`config.mk`:
```
export PLATFORM = sky130hd
export DESIGN_NAME = exeStage
export DESIGN_NICKNAME = d
export VERILOG_FILES = /design/src/riscvPkg.sv /design/src/alu.sv /design/src/exe.sv /design/src/exeStage.sv /design/src/forwardUnit.sv /design/src/pipeReg.sv
export VERILOG_INCLUDE_DIRS = /design/src
export SDC_FILE = /design/constraint.sdc
export NUM_CORES = 1
export LEC_CHECK = 0
export BUFFER_PORTS_ARGS = -buffer_cell sky130_fd_sc_hd__buf_2
export CAP_MARGIN = 20
export CORE_ASPECT_RATIO = 1.25
export CORE_MARGIN = 10
export CORE_UTILIZATION = 50
export DETAILED_ROUTE_END_ITERATION = 10
export PLACE_DENSITY = 0.74
export SYNTH_ARGS = -nofsm -noshare
export SYNTH_HDL_FRONTEND = slang
export SYNTH_SLANG_ARGS = --single-unit
export TNS_END_PERCENT = 100
```
`constraint.sdc`:
```
create_clock -name CLK -period 7.6 [get_ports CLK]
set_input_delay 2.28 -clock CLK [delete_from_list [all_inputs] [get_ports CLK]]
set_output_delay 2.28 -clock CLK [all_outputs]
set_load 0.01 [all_outputs]
```
`src/riscv_cfg.svh`:
```
// ==========================================================
// RV32I datapath sizes
// ==========================================================

`ifndef RISCV_CFG_SVH
`define RISCV_CFG_SVH

// Integer register and datapath width
`define XLEN 32

// Register file address width, x0 to x31
`define REG_ADDR_W 5

`endif

```
`src/riscvPkg.sv`:
```
// ==========================================================
// RV32I execute types
// ==========================================================

package riscvPkg;

    // ALU operation, set by decode
    typedef enum logic [3:0] {
        ADD   = 4'd0,
        SUB   = 4'd1,
        SLL   = 4'd2,
        // Signed compare
        SLT   = 4'd3,
        // Unsigned compare
        SLTU  = 4'd4,
        XOR   = 4'd5,
        SRL   = 4'd6,
        // Arithmetic right shift
        SRA   = 4'd7,
        OR    = 4'd8,
        AND   = 4'd9,
        // Operand B straight through, for LUI
        PASSB = 4'd10
    } aluOp_e;

    // Forwarding source for one register operand
    typedef enum logic [1:0] {
        // Register file value
        fwdNone = 2'd0,
        // Result held in the EX/MEM register
        fwdAlu  = 2'd1,
        // Result held in the MEM/WB register
        fwdWb   = 2'd2
    } fwdSel_e;

    // Second level select for operand A
    typedef enum logic {
        srcRs1 = 1'b0,
        srcPc  = 1'b1
    } srcA_e;

    // Second level select for operand B
    typedef enum logic {
        srcRs2 = 1'b0,
        srcImm = 1'b1
    } srcB_e;

endpackage

```
`src/alu.sv`:
```
// ==========================================================
// RV32I integer ALU
// ==========================================================

`timescale 1ns/1ps

`include "riscv_cfg.svh"

module alu import riscvPkg::*; (
    input  logic [`XLEN-1:0] opA,
    input  logic [`XLEN-1:0] opB,
    input  aluOp_e           aluOp,
    output logic [`XLEN-1:0] result
);

    // Shift amount from the low bits of B
    logic [4:0] shamt;

    // Signed views for compare and SRA
    logic signed [`XLEN-1:0] opASigned;
    logic signed [`XLEN-1:0] opBSigned;

    assign shamt     = opB[4:0];
    assign opASigned = opA;
    assign opBSigned = opB;

    always_comb begin
        // Unused encodings give zero
        result = '0;
        case (aluOp)
            ADD: begin
                result = opA + opB;
            end
            SUB: begin
                result = opA - opB;
            end
            SLL: begin
                result = opA << shamt;
            end
            SLT: begin
                // Set on signed less than
                result = {{(`XLEN-1){1'b0}}, (opASigned < opBSigned)};
            end
            SLTU: begin
                result = {{(`XLEN-1){1'b0}}, (opA < opB)};
            end
            XOR: begin
                result = opA ^ opB;
            end
            SRL: begin
                result = opA >> shamt;
            end
            SRA: begin
                // Sign bit fills from the top
                result = opASigned >>> shamt;
            end
            OR: begin
                result = opA | opB;
            end
            AND: begin
                result = opA & opB;
            end
            PASSB: begin
                // LUI, immediate already shifted by decode
                result = opB;
            end
            default: begin
                result = '0;
            end
        endcase
    end

endmodule

```
`src/exe.sv`:
```
// ==========================================================
// Execute block, operand muxes and ALU
// ==========================================================

`timescale 1ns/1ps

`include "riscv_cfg.svh"

module exe import riscvPkg::*; (
    input  aluOp_e           aluOp,
    input  srcA_e            srcA,
    input  srcB_e            srcB,
    input  fwdSel_e          fwdA,
    input  fwdSel_e          fwdB,
    // Forwarding values from the stage registers
    input  logic [`XLEN-1:0] fwdAluData,
    input  logic [`XLEN-1:0] fwdWbData,
    input  logic [`XLEN-1:0] pc,
    input  logic [`XLEN-1:0] imm,
    input  logic [`XLEN-1:0] rs1Data,
    input  logic [`XLEN-1:0] rs2Data,
    output logic [`XLEN-1:0] aluResult,
    output logic [`XLEN-1:0] storeData
);

    // First level outputs, register operands after forwarding
    logic [`XLEN-1:0] rs1Fwd;
    logic [`XLEN-1:0] rs2Fwd;

    // Second level outputs, ALU operands
    logic [`XLEN-1:0] opA;
    logic [`XLEN-1:0] opB;

    // First level, forwarding
    always_comb begin
        case (fwdA)
            fwdAlu:  rs1Fwd = fwdAluData;
            fwdWb:   rs1Fwd = fwdWbData;
            default: rs1Fwd = rs1Data;
        endcase

        case (fwdB)
            fwdAlu:  rs2Fwd = fwdAluData;
            fwdWb:   rs2Fwd = fwdWbData;
            default: rs2Fwd = rs2Data;
        endcase
    end

    // Second level, pc or immediate in place of registers
    always_comb begin
        opA = (srcA == srcPc) ? pc : rs1Fwd;
        opB = (srcB == srcImm) ? imm : rs2Fwd;
    end

    // Stores take the forwarded rs2 even when B is the immediate
    assign storeData = rs2Fwd;

    alu alu_i (
        .opA    (opA),
        .opB    (opB),
        .aluOp  (aluOp),
        .result (aluResult)
    );

    // Unknown selects would pick a wrong operand silently
    always_comb begin
        assert final (!$isunknown({fwdA, fwdB, srcA, srcB}))
            else $error("exe: operand select is unknown");
    end

endmodule

```
`src/exeStage.sv`:
```
// ==========================================================
// Execute stage with forwarding and two stage registers
// ==========================================================

`timescale 1ns/1ps

`include "riscv_cfg.svh"

module exeStage import riscvPkg::*; (
    input  logic                   CLK,
    input  logic                   rst,
    // Decoded instruction entering execute
    input  logic                   inValid,
    input  aluOp_e                 aluOp,
    input  srcA_e                  srcA,
    input  srcB_e                  srcB,
    input  logic [`REG_ADDR_W-1:0] rs1Addr,
    input  logic [`REG_ADDR_W-1:0] rs2Addr,
    input  logic [`REG_ADDR_W-1:0] rdAddr,
    input  logic                   regWrite,
    input  logic [`XLEN-1:0]       pc,
    input  logic [`XLEN-1:0]       imm,
    // Register file read data, without the two in-flight results
    input  logic [`XLEN-1:0]       rs1Data,
    input  logic [`XLEN-1:0]       rs2Data,
    // Writeback side
    output logic                   wbValid,
    output logic [`REG_ADDR_W-1:0] wbRd,
    output logic                   wbRegWrite,
    output logic [`XLEN-1:0]       wbResult,
    output logic [`XLEN-1:0]       wbStoreData
);

    // Forwarding selects
    fwdSel_e fwdA;
    fwdSel_e fwdB;

    // Execute outputs
    logic [`XLEN-1:0] aluResult;
    logic [`XLEN-1:0] storeData;

    // EX/MEM register outputs
    logic                   exMemValid;
    logic [`REG_ADDR_W-1:0] exMemRd;
    logic                   exMemRegWrite;
    logic [`XLEN-1:0]       exMemResult;
    logic [`XLEN-1:0]       exMemStoreData;

    forwardUnit forwardUnit_i (
        .CLK           (CLK),
        .rs1Addr       (rs1Addr),
        .rs2Addr       (rs2Addr),
        .exMemValid    (exMemValid),
        .exMemRegWrite (exMemRegWrite),
        .exMemRd       (exMemRd),
        .memWbValid    (wbValid),
        .memWbRegWrite (wbRegWrite),
        .memWbRd       (wbRd),
        .fwdA          (fwdA),
        .fwdB          (fwdB)
    );

    // Forward paths come straight from the stage register outputs
    exe exe_i (
        .aluOp      (aluOp),
        .srcA       (srcA),
        .srcB       (srcB),
        .fwdA       (fwdA),
        .fwdB       (fwdB),
        .fwdAluData (exMemResult),
        .fwdWbData  (wbResult),
        .pc         (pc),
        .imm        (imm),
        .rs1Data    (rs1Data),
        .rs2Data    (rs2Data),
        .aluResult  (aluResult),
        .storeData  (storeData)
    );

    pipeReg exMemReg (
        .CLK          (CLK),
        .rst          (rst),
        .inValid      (inValid),
        .inRd         (rdAddr),
        .inRegWrite   (regWrite),
        .inResult     (aluResult),
        .inStoreData  (storeData),
        .outValid     (exMemValid),
        .outRd        (exMemRd),
        .outRegWrite  (exMemRegWrite),
        .outResult    (exMemResult),
        .outStoreData (exMemStoreData)
    );

    // Memory stage is a plain one cycle delay
    pipeReg memWbReg (
        .CLK          (CLK),
        .rst          (rst),
        .inValid      (exMemValid),
        .inRd         (exMemRd),
        .inRegWrite   (exMemRegWrite),
        .inResult     (exMemResult),
        .inStoreData  (exMemStoreData),
        .outValid     (wbValid),
        .outRd        (wbRd),
        .outRegWrite  (wbRegWrite),
        .outResult    (wbResult),
        .outStoreData (wbStoreData)
    );

endmodule

```
`src/forwardUnit.sv`:
```
// ==========================================================
// Forwarding unit
// ==========================================================

`timescale 1ns/1ps

`include "riscv_cfg.svh"

module forwardUnit import riscvPkg::*; (
    input  logic                   CLK,
    input  logic [`REG_ADDR_W-1:0] rs1Addr,
    input  logic [`REG_ADDR_W-1:0] rs2Addr,
    // Instruction one ahead, in EX/MEM
    input  logic                   exMemValid,
    input  logic                   exMemRegWrite,
    input  logic [`REG_ADDR_W-1:0] exMemRd,
    // Instruction two ahead, in MEM/WB
    input  logic                   memWbValid,
    input  logic                   memWbRegWrite,
    input  logic [`REG_ADDR_W-1:0] memWbRd,
    output fwdSel_e                fwdA,
    output fwdSel_e                fwdB
);

    // Stage will write a real register
    logic exMemWrites;
    logic memWbWrites;

    assign exMemWrites = exMemValid && exMemRegWrite && (exMemRd != '0);
    assign memWbWrites = memWbValid && memWbRegWrite && (memWbRd != '0);

    always_comb begin
        // Newest producer wins when both match
        if (exMemWrites && (exMemRd == rs1Addr)) begin
            fwdA = fwdAlu;
        end else if (memWbWrites && (memWbRd == rs1Addr)) begin
            fwdA = fwdWb;
        end else begin
            fwdA = fwdNone;
        end

        // Same rule for rs2
        if (exMemWrites && (exMemRd == rs2Addr)) begin
            fwdB = fwdAlu;
        end else if (memWbWrites && (memWbRd == rs2Addr)) begin
            fwdB = fwdWb;
        end else begin
            fwdB = fwdNone;
        end
    end

    // x0 never comes from a stage register
    assert property (@(posedge CLK)
        ((fwdA == fwdAlu) || (fwdB == fwdAlu)) |-> (exMemRd != '0))
        else $error("forwardUnit: EX/MEM selected with rd x0");

    assert property (@(posedge CLK)
        ((fwdA == fwdWb) || (fwdB == fwdWb)) |-> (memWbRd != '0))
        else $error("forwardUnit: MEM/WB selected with rd x0");

endmodule

```
`src/pipeReg.sv`:
```
// ==========================================================
// Pipeline stage register
// ==========================================================

`timescale 1ns/1ps

`include "riscv_cfg.svh"

module pipeReg (
    input  logic                   CLK,
    input  logic                   rst,
    input  logic                   inValid,
    input  logic [`REG_ADDR_W-1:0] inRd,
    input  logic                   inRegWrite,
    input  logic [`XLEN-1:0]       inResult,
    input  logic [`XLEN-1:0]       inStoreData,
    output logic                   outValid,
    output logic [`REG_ADDR_W-1:0] outRd,
    output logic                   outRegWrite,
    output logic [`XLEN-1:0]       outResult,
    output logic [`XLEN-1:0]       outStoreData
);

    // Control bits, cleared so nothing writes back after reset
    always_ff @(posedge CLK) begin
        if (rst) begin
            outValid    <= 1'b0;
            outRegWrite <= 1'b0;
        end else begin
            // Bubbles move on like any item
            outValid    <= inValid;
            outRegWrite <= inRegWrite;
        end
    end

    // Payload, qualified by outValid downstream
    always_ff @(posedge CLK) begin
        outRd        <= inRd;
        outResult    <= inResult;
        outStoreData <= inStoreData;
    end

    // Stage empty right after reset
    assert property (@(posedge CLK) rst |=> (!outValid && !outRegWrite))
        else $error("pipeReg: stage not empty after reset");

endmodule

```
Word level (Yosys, flattened, before mapping). Cells that the tools add are included.

Bits in registers: 142. Input bits: 153. Output and inout port bits: 71. Word-level logic and storage cells: 58.

Add/subtract/negate cells: 2. Order comparisons: 2. Eq/ne operators: 18. Shift operators: 3. Mux-type cells: 9. Bitwise operators: 3. Reduce and logical (&&, ||, !) cells: 11.

Operators with widths (number): one-hot mux 32 bit (11 select lines) (1); one-hot mux 32 bit (2 select lines) (2); less-than comparator 32 bit (2); two-way mux 32 bit (2); adder 32 bit (1); AND 32 bit (1); OR 32 bit (1); << shifter 32 x 5 -> 32 bit (1); right shift 32 x 5 -> 32 bit (1); >>> shifter 32 x 5 -> 32 bit (1); subtractor 32 bit (1); XOR 32 bit (1); equality test 5 bit (4); equality test 4 x 3 -> 1 bit, second input constant (4); equality test 4 bit, second input constant (3); nonzero test 5 bit (2); equality test 4 x 2 -> 1 bit, second input constant (2); logical AND 1 bit (8); two-way mux 2 bit (4); equality test 2 x 1 -> 1 bit, second input constant (2); equality test 2 bit, second input constant (2); equality test 4 x 1 -> 1 bit, second input constant (1); zero test 4 bit (1).

Logic depth before layout (Yosys ltp). Gate-level depths: netlist (run 1).

Word-level depth: 10. Depth in mapped cells: 24.

By module. Synthesis (run 1) repeated with hierarchy kept, for this count alone.

Cell total of the unflattened synthesis: 1942. Area total of the unflattened synthesis: 14855.5 µm².

Modules (own cells, without submodules): alu (times used 1, cells an instance 1425, area an instance 9192.6 µm², sequential area each 0.0 µm²); pipeReg (times used 2, cells an instance 73, area an instance 1433.9 µm², sequential area each 1421.4 µm²); exe (times used 1, cells an instance 337, area an instance 2532.4 µm², sequential area each 0.0 µm²); forwardUnit (times used 1, cells an instance 34, area an instance 262.8 µm², sequential area each 0.0 µm²).

Worst setup path after synthesis (run 1). OpenSTA, ideal clock, no wires.

Path kind: input port to flip-flop. Start point: input port rs2Addr[4]. End point: register exMemReg.outResult[27]. Data arrival time: 7.146 ns. Path slack: 0.327 ns. Cell stages on the path: 21. Cell sequence: xnor2_1 -> nand4_1 -> nor2_1 -> clkbuf_1 -> mux2i_1 -> o21ai_0 -> mux2i_1 -> inv_1 -> ha_1 -> clkbuf_1 -> nor2b_1 -> nor2_1 -> o31ai_1 -> a221oi_1 -> o41a_1 -> nor4_1 -> or4_1 -> a41oi_1 -> o221a_2 -> o22ai_1 -> or3_1.

Word-level cells in the longest chain between the ends: 9.

RTL lines: start, declared (RTL line exeStage.sv:18) `` input logic [`REG_ADDR_W-1:0] rs2Addr, ``; equality test 5 bit (RTL line forwardUnit.sv:45) `end else if (memWbWrites && (memWbRd == rs2Addr)) begin`; logical AND 1 bit (RTL line forwardUnit.sv:45); two-way mux 2 bit (RTL line forwardUnit.sv:45); two-way mux 2 bit * (RTL line forwardUnit.sv:43) `if (exMemWrites && (exMemRd == rs2Addr)) begin`; equality test 2 bit or equality test 2 x 1 -> 1 bit (tied branches) (RTL line exe.sv:42) `case (fwdB)`; one-hot mux 32 bit (2 select lines) * (RTL line exe.sv:42); net exMemReg.inStoreData[8] (RTL line pipeReg.sv:16) `` input logic [`XLEN-1:0] inStoreData, ``; two-way mux 32 bit * (RTL line exe.sv:52) `opB = (srcB == srcImm) ? imm : rs2Fwd;`; subtractor 32 bit or adder 32 bit (tied branches) (RTL line alu.sv:35, alu.sv:32); one-hot mux 32 bit (11 select lines) * (RTL line alu.sv:30) `case (aluOp)`; net aluResult[27] (RTL line exeStage.sv:39) `` logic [`XLEN-1:0] aluResult; ``; end signal, assigned (RTL line pipeReg.sv:39) `outResult <= inResult;`; end, declared (RTL line pipeReg.sv:20) `` output logic [`XLEN-1:0] outResult, ``.

Mark *: on every way through the listed nets, which the timed path passes. The rest lies on a longest branch. A chain may end at the register's enable or synchronous reset.

Worst setup path in the final report (run 1). Ends and elaborated chain as after synthesis.

==> results_dict.tcl, run 1 <==
set metrics [dict create \
    finalSetupViolCount 0 \
    path_buf_inv 5 \
    antenna_found_initial 1 \
    start_util_pct 50.6 \
    switchingPower_uw 1290 \
    portBuffers 223 \
    place_hpwl_mm 54.0 \
    wire_per_inst_um 28.4 \
    vdd_drop_max_uv 147 \
    hold_slack_ps 326 \
    cts_tree "yes" \
    period_share_pct 95.7 \
    yosys_warnings 0 \
    n_antenna_cell 0 \
    crit_path_max_incr_delay_ps 520 \
    grt-ovfl-total 0 \
    period_minus_slack_ps 7270 \
    dpl_cell_area_sq_mm 0.0159 \
    p_seq_share_pct 29.7 \
    syn_inst 1819 \
    grt_max_degree 55 \
    yosysSeqAreaShare_pct 20.3 \
    rows 68 \
    fin_area_sq_mm 0.0166 \
    max_freq_mhz 137 \
    slew_headroom_pct 31.0 \
    finalMaxSlewViolations 0 \
    ctsRootBufferMaster "clkbuf_16" \
    max-clock-path-buffers 2 \
    cp.required_ps 7920 \
    crit_path_start_kind "input pin" \
    fin_nets 2301 \
    synth_ff_type "dfxtp_1" \
    gp_congestion 1.07 \
    finalHoldViolations 0 \
    path_class "in -> reg" \
    mappedNetlistArea_sq_mm 0.0140 \
    status "complete, no violations" \
    drtAntennaViolNets 0 \
    dieArea_sq_mm 0.0351 \
    numCtsBuffers 17 \
    place_inst 2380 \
    grt_pass1_wl_mm 100 \
    critPathMaxFanout 10 \
    post_synth.cell_area_avg_sq_um 7.69 \
    synth_seq_cells 142 \
    crit_family "simple AND/OR/NAND/NOR gates" \
    fin_worst_skew_ps 25.9 \
    worstMarginPinSlew_ps 1030 \
    dieHeight_um 207 \
    path_clk_slew_ps 70 \
    area_delta_synth_final_pct 18.3 \
    finalNonFillerCells 2412 \
    power.density_mw_per_mm2 188 \
    cts_setup_buffers 0 \
    cp_slowest_cell "o41a_1" \
    swShare_pct 41.5 \
    critical_path_arrival_ps 7600 \
    core-area_sq_mm 0.0277 \
    die_w_um 170 \
    crit_chain "buf_2 > xnor2_1 > nand4_1 > nor2_4 > buf_4 > mux2i_1 > o21ai_0 > mux2i_1 > inv_1 > ha_1 > inv_1 > nand2_1 > o41a_1 > nor4_1 > or4_1 > a41oi_1 > buf_4 > a221oi_1 > o22ai_1 > or3_1" \
    cap_viol_max_count 0 \
    routed_wl_mm 68.6 \
    leakagePower_uw 0.00743 \
    post_drt_via_cell_ratio 6.86 \
    mostFrequentLayoutCell "buf_2" \
    ios 224 \
    synth_edf_count 0 \
    clock_latency_ps 450 \
    endpoint_kind "register" \
    syn_nets 2071 \
    drtIter0Drc 2748 \
    drive_gt1_share_pct 21.0 \
    internal_power_uw 1820 \
    grt_usage_pct 36.9 \
    clkPwrFrac_pct 28.5 \
    drc 0 \
    tns_ps 0 \
    dr.pass1.iters 8 \
    htreeDepth 4 \
    async_flop_share_pct 0 \
    rsz0062_at_grt "false" \
    power.total_uw 3110 \
    cts.sink_count 142 \
    hold_path.class "reg -> reg" \
    power.share.combinational_pct 41.8 \
    yosysUniqueCellTypes 81 \
    dr_total_vias 16600 \
    mostFrequentLayoutCells "223 x buf_2, 185 x mux2i_1, 172 x nand2_1" \
    grt_pass1_vias 15800 \
]
[worst register-to-register path, stage by stage, from the launching register on]
cell and delay, ps:
dfxtp_1 370, or4_1 600, o211ai_1 400, or2_2 480, nor2_1 80, o31a_1 390, inv_1 150, ha_1 180
inv_1 90, fa_1 480, o21bai_1 200, a221oi_1 140, o21a_1 230, o211a_1 250, nor2_1 160, nor4b_1 80
buf_4 150, o32ai_1 410, nor2_1 120, a21oi_1 170, a21oi_1 130, or4b_1 600
[sequential cells by signal (all words and copies together), names as in the netlist, 5 cells and up]
signal / count
exMemReg.outRd: 5
exMemReg.outResult: 32
exMemReg.outStoreData: 32
memWbReg.outRd: 5
memWbReg.outResult: 32
memWbReg.outStoreData: 32
[kinds of logic after synthesis]
kind of cell / count (synthesis) / synth area share [%]
multiplexers: 220 / 16.5
adder cells (fa/ha/maj): 99 / 8.96
XOR/XNOR: 31 / 1.94
AND/OR/NAND/NOR: 508 / 16.5
buffers and inverters: 226 / 6.67
AO/OA/AOI/OAI: 593 / 29.1
flip-flops: 142 / 20.3
[cell usage after synthesis, types with 12 or more instances]
cell type	count	share of area, %
ha_1	97	8.7
nor3_1	39	1.4
a21oi_1	107	3.8
o211ai_1	17	0.91
nand3_1	35	1.3
inv_1	96	2.6
a31oi_1	24	1.1
nand2b_1	14	0.63
o21ai_0	117	4.2
a21boi_0	32	1.7
o31ai_1	12	0.64
clkbuf_1	94	2.5
xnor2_1	29	1.8
nand2_1	172	4.6
o21bai_1	13	0.70
a21o_1	13	0.70
o31a_1	32	2.0
mux2_2	24	1.9
o22ai_1	23	1.0
nor2b_1	19	0.85
buf_2	20	0.72
dfxtp_1	142	20
o221ai_1	26	1.6
a22oi_1	22	1.2
a221oi_1	28	1.8
mux2i_1	190	14
nor2_1	154	4.1
a211oi_1	48	2.6
[through the flow]
| stage | worst slack, ps | utilization (%) |
|---|---|---|
| 2_1_floorplan | 327 | - |
| 3_3_place_gp | 74.4 | 57.6 |
| 3_5_place_dp | 33.5 | 57.6 |
| 4_1_cts | 481 | 59.8 |
| 5_1_grt | 81.0 | 59.9 |
| 6_report | 326 | 59.9 |
[power by group through the flow]
| stage | clock network, uW | logic, uW | registers (uW) |
|---|---|---|---|
| 3_5_place_dp | 0 | 1240 | 935 |
| 6_report | 888 | 1300 | 924 |
| 4_1_cts | 890 | 1240 | 919 |
| 2_1_floorplan | 0 | 738 | 926 |
| 3_3_place_gp | 0 | 1230 | 933 |
| 5_1_grt | 919 | 1360 | 930 |
[final cells by class]
| class | instances | area, sq um |
|---|---|---|
| tap | 350 | 438 |
| inverter | 99 | 373 |
| fill | 2584 | 11100 |
| multi-input combinational | 1451 | 10300 |
| clock buffer | 18 | 439 |
| clock inverter | 14 | 173 |
| timing repair buffer | 338 | 1990 |
| sequential | 142 | 2840 |
[path summary, 6_finish.rpt]
kind                                startpoint  cells after the start  slack, ps                                 to
max                                 rs2Addr[4]                     20        330     exMemReg.outResult[27]$_DFF_P_
min          exMemReg.outStoreData[22]$_DFF_P_                      0        330  memWbReg.outStoreData[22]$_DFF_P_
max reg2reg          exMemReg.outRd[3]$_DFF_P_                     21       1620     exMemReg.outResult[22]$_DFF_P_
min reg2reg  exMemReg.outStoreData[22]$_DFF_P_                      0        330  memWbReg.outStoreData[22]$_DFF_P_
[per-layer routing]
metal	global-route usage [%]	routed length, um
met1	45.4	26100
met2	58.7	31000
met3	8.43	7700
met4	19.0	3760
met5	0	0
[timing repair]
action                     4_1_cts  5_1_grt
resized for setup                0        2
setup endpoints to repair        0        1
hold buffers                     0        0
Note: power is estimated with default switching activity, not from simulation.
==> run 2: changes to the inputs <==
- CORE_ASPECT_RATIO: 1.25 -> 1.5
==> results_dict.tcl, run 2 (same netlist as run 1, synthesis figures left out) <==
set metrics [dict create \
    status "complete, no violations" \
    switchingPower_uw 1290 \
    p_seq_share_pct 29.5 \
    core-area_sq_mm 0.0278 \
    grt_pass1_vias 16100 \
    critPathMaxFanout 11 \
    period_minus_slack_ps 7250 \
    power.density_mw_per_mm2 188 \
    crit_path_start_kind "input pin" \
    post_drt_via_cell_ratio 6.83 \
    power.total_uw 3160 \
    drtIter0Drc 2385 \
    fin_worst_skew_ps 17.4 \
    area_delta_synth_final_pct 20.0 \
    max-clock-path-buffers 2 \
    rsz0062_at_grt "false" \
    path_clk_slew_ps 70 \
    final_core_util_pct 60.5 \
    grt_max_degree 55 \
    swShare_pct 40.8 \
    internal_power_uw 1870 \
    tns_ps 0 \
    critical_path_arrival_ps 7580 \
    drtAntennaViolNets 0 \
    mostFrequentLayoutCell "buf_2" \
    start_util_pct 50.4 \
    hold_path.class "reg -> reg" \
    portBuffers 223 \
    dpl_worst_slack_ps 6.27 \
    fin_ws_ps 349 \
    period_share_pct 95.4 \
    hold_slack_ps 326 \
    grt-ovfl-total 0 \
    vdd_drop_max_uv 123 \
    grt_pass1_wl_mm 102 \
    dieHeight_um 225 \
    crit_chain "buf_2 > xnor2_1 > nand4_1 > nor2_4 > buf_4 > mux2i_1 > o21ai_0 > mux2i_1 > inv_1 > ha_1 > inv_1 > nand2_1 > o41a_1 > nor4_1 > or4_1 > a41oi_1 > buf_4 > a221oi_1 > o22ai_1 > or3_1" \
    htreeDepth 4 \
    finalHoldViolations 0 \
    worstMarginPinSlew_ps 979 \
    antenna_found_initial 3 \
    rows 75 \
    wire_per_inst_um 28.9 \
    ios 224 \
    path_class "in -> reg" \
    dieArea_sq_mm 0.0352 \
    drive_gt1_share_pct 22.2 \
    finalSetupViolCount 0 \
    max_freq_mhz 138 \
    slew_headroom_pct 32.9 \
    gp_congestion 1.06 \
    mostFrequentLayoutCells "223 x buf_2, 186 x mux2i_1, 172 x nand2_1" \
    dr_total_vias 16700 \
    cp.required_ps 7930 \
    cts_tree "yes" \
    clkPwrFrac_pct 28.0 \
    finalMaxSlewViolations 0 \
    drc 0 \
    numCtsBuffers 17 \
    cts.sink_count 142 \
    routed_wl_mm 70.5 \
    dr.pass1.iters 7 \
    cap_viol_max_count 0 \
    grt_usage_pct 38.3 \
    cp_slowest_cell "o41a_1" \
    clock_latency_ps 450 \
    fin_nets 2334 \
    endpoint_kind "register" \
    ctsRootBufferMaster "clkbuf_16" \
    leakagePower_uw 0.00758 \
    power.share.combinational_pct 42.5 \
    crit_path_max_incr_delay_ps 540 \
    die_w_um 157 \
    place_hpwl_mm 55.8 \
]
run 2: through the flow:
| stage | std cells | area [sq um] |
|---|---|---|
| 2_1_floorplan | 1819 | 14000 |
| 3_3_place_gp | 2409 | 16200 |
| 3_5_place_dp | 2409 | 16200 |
| 4_1_cts | 2441 | 16800 |
| 5_1_grt | 2442 | 16800 |
| 6_report | 2442 | 16800 |
run 2: layout make-up:
cell class | count | area [sq um]
fillers | 2541 | 11000
diodes | 1 | 2.50
multi-input cells | 1451 | 10300
well taps | 346 | 433
flip-flops and latches | 142 | 2840
clock inverters | 12 | 158
inverters | 99 | 373
repair buffers | 371 | 2240
clock buffers | 20 | 447
run 2: final timing paths:
check,start,to,slack [ps],cells after the start
max,rs2Addr[4],exMemReg.outResult[27]$_DFF_P_,350,20
min,exMemReg.outStoreData[21]$_DFF_P_,memWbReg.outStoreData[21]$_DFF_P_,330,0
max reg2reg,memWbReg.outRd[0]$_DFF_P_,exMemReg.outResult[31]$_DFF_P_,1750,22
min reg2reg,exMemReg.outStoreData[21]$_DFF_P_,memWbReg.outStoreData[21]$_DFF_P_,330,0
run 2: power groups by stage:
stage	clock (uW)	sequential (uW)	combinational [uW]
2_1_floorplan	0	926	738
6_report	884	931	1340
4_1_cts	886	924	1290
3_5_place_dp	0	940	1280
5_1_grt	912	935	1410
3_3_place_gp	0	937	1270
run 2: worst max-delay path: cells and delay by family:
| kind | cells | cell delay [ps] |
|---|---|---|
| compound gates | 5 | 1240 |
| xor+xnor | 1 | 270 |
| fa+ha+maj | 1 | 390 |
| buf+inv | 5 | 800 |
| mux | 2 | 610 |
| simple gates | 6 | 1970 |
run 2: timing repair:
action                     in CTS  in global routing
setup buffers                   0                  0
resized for setup               0                  1
setup endpoints to repair       0                  1
hold buffers                    0                  0
run 2: per-layer routing:
layer | up-vias | wire [um] | global-route usage (%)
met5 | - | 12 | 0
met4 | 2 | 5410 | 25.6
met3 | 288 | 7550 | 8.02
met2 | 1256 | 31900 | 61.7
met1 | 7875 | 25600 | 44.9
li1 | 7265 | - | -
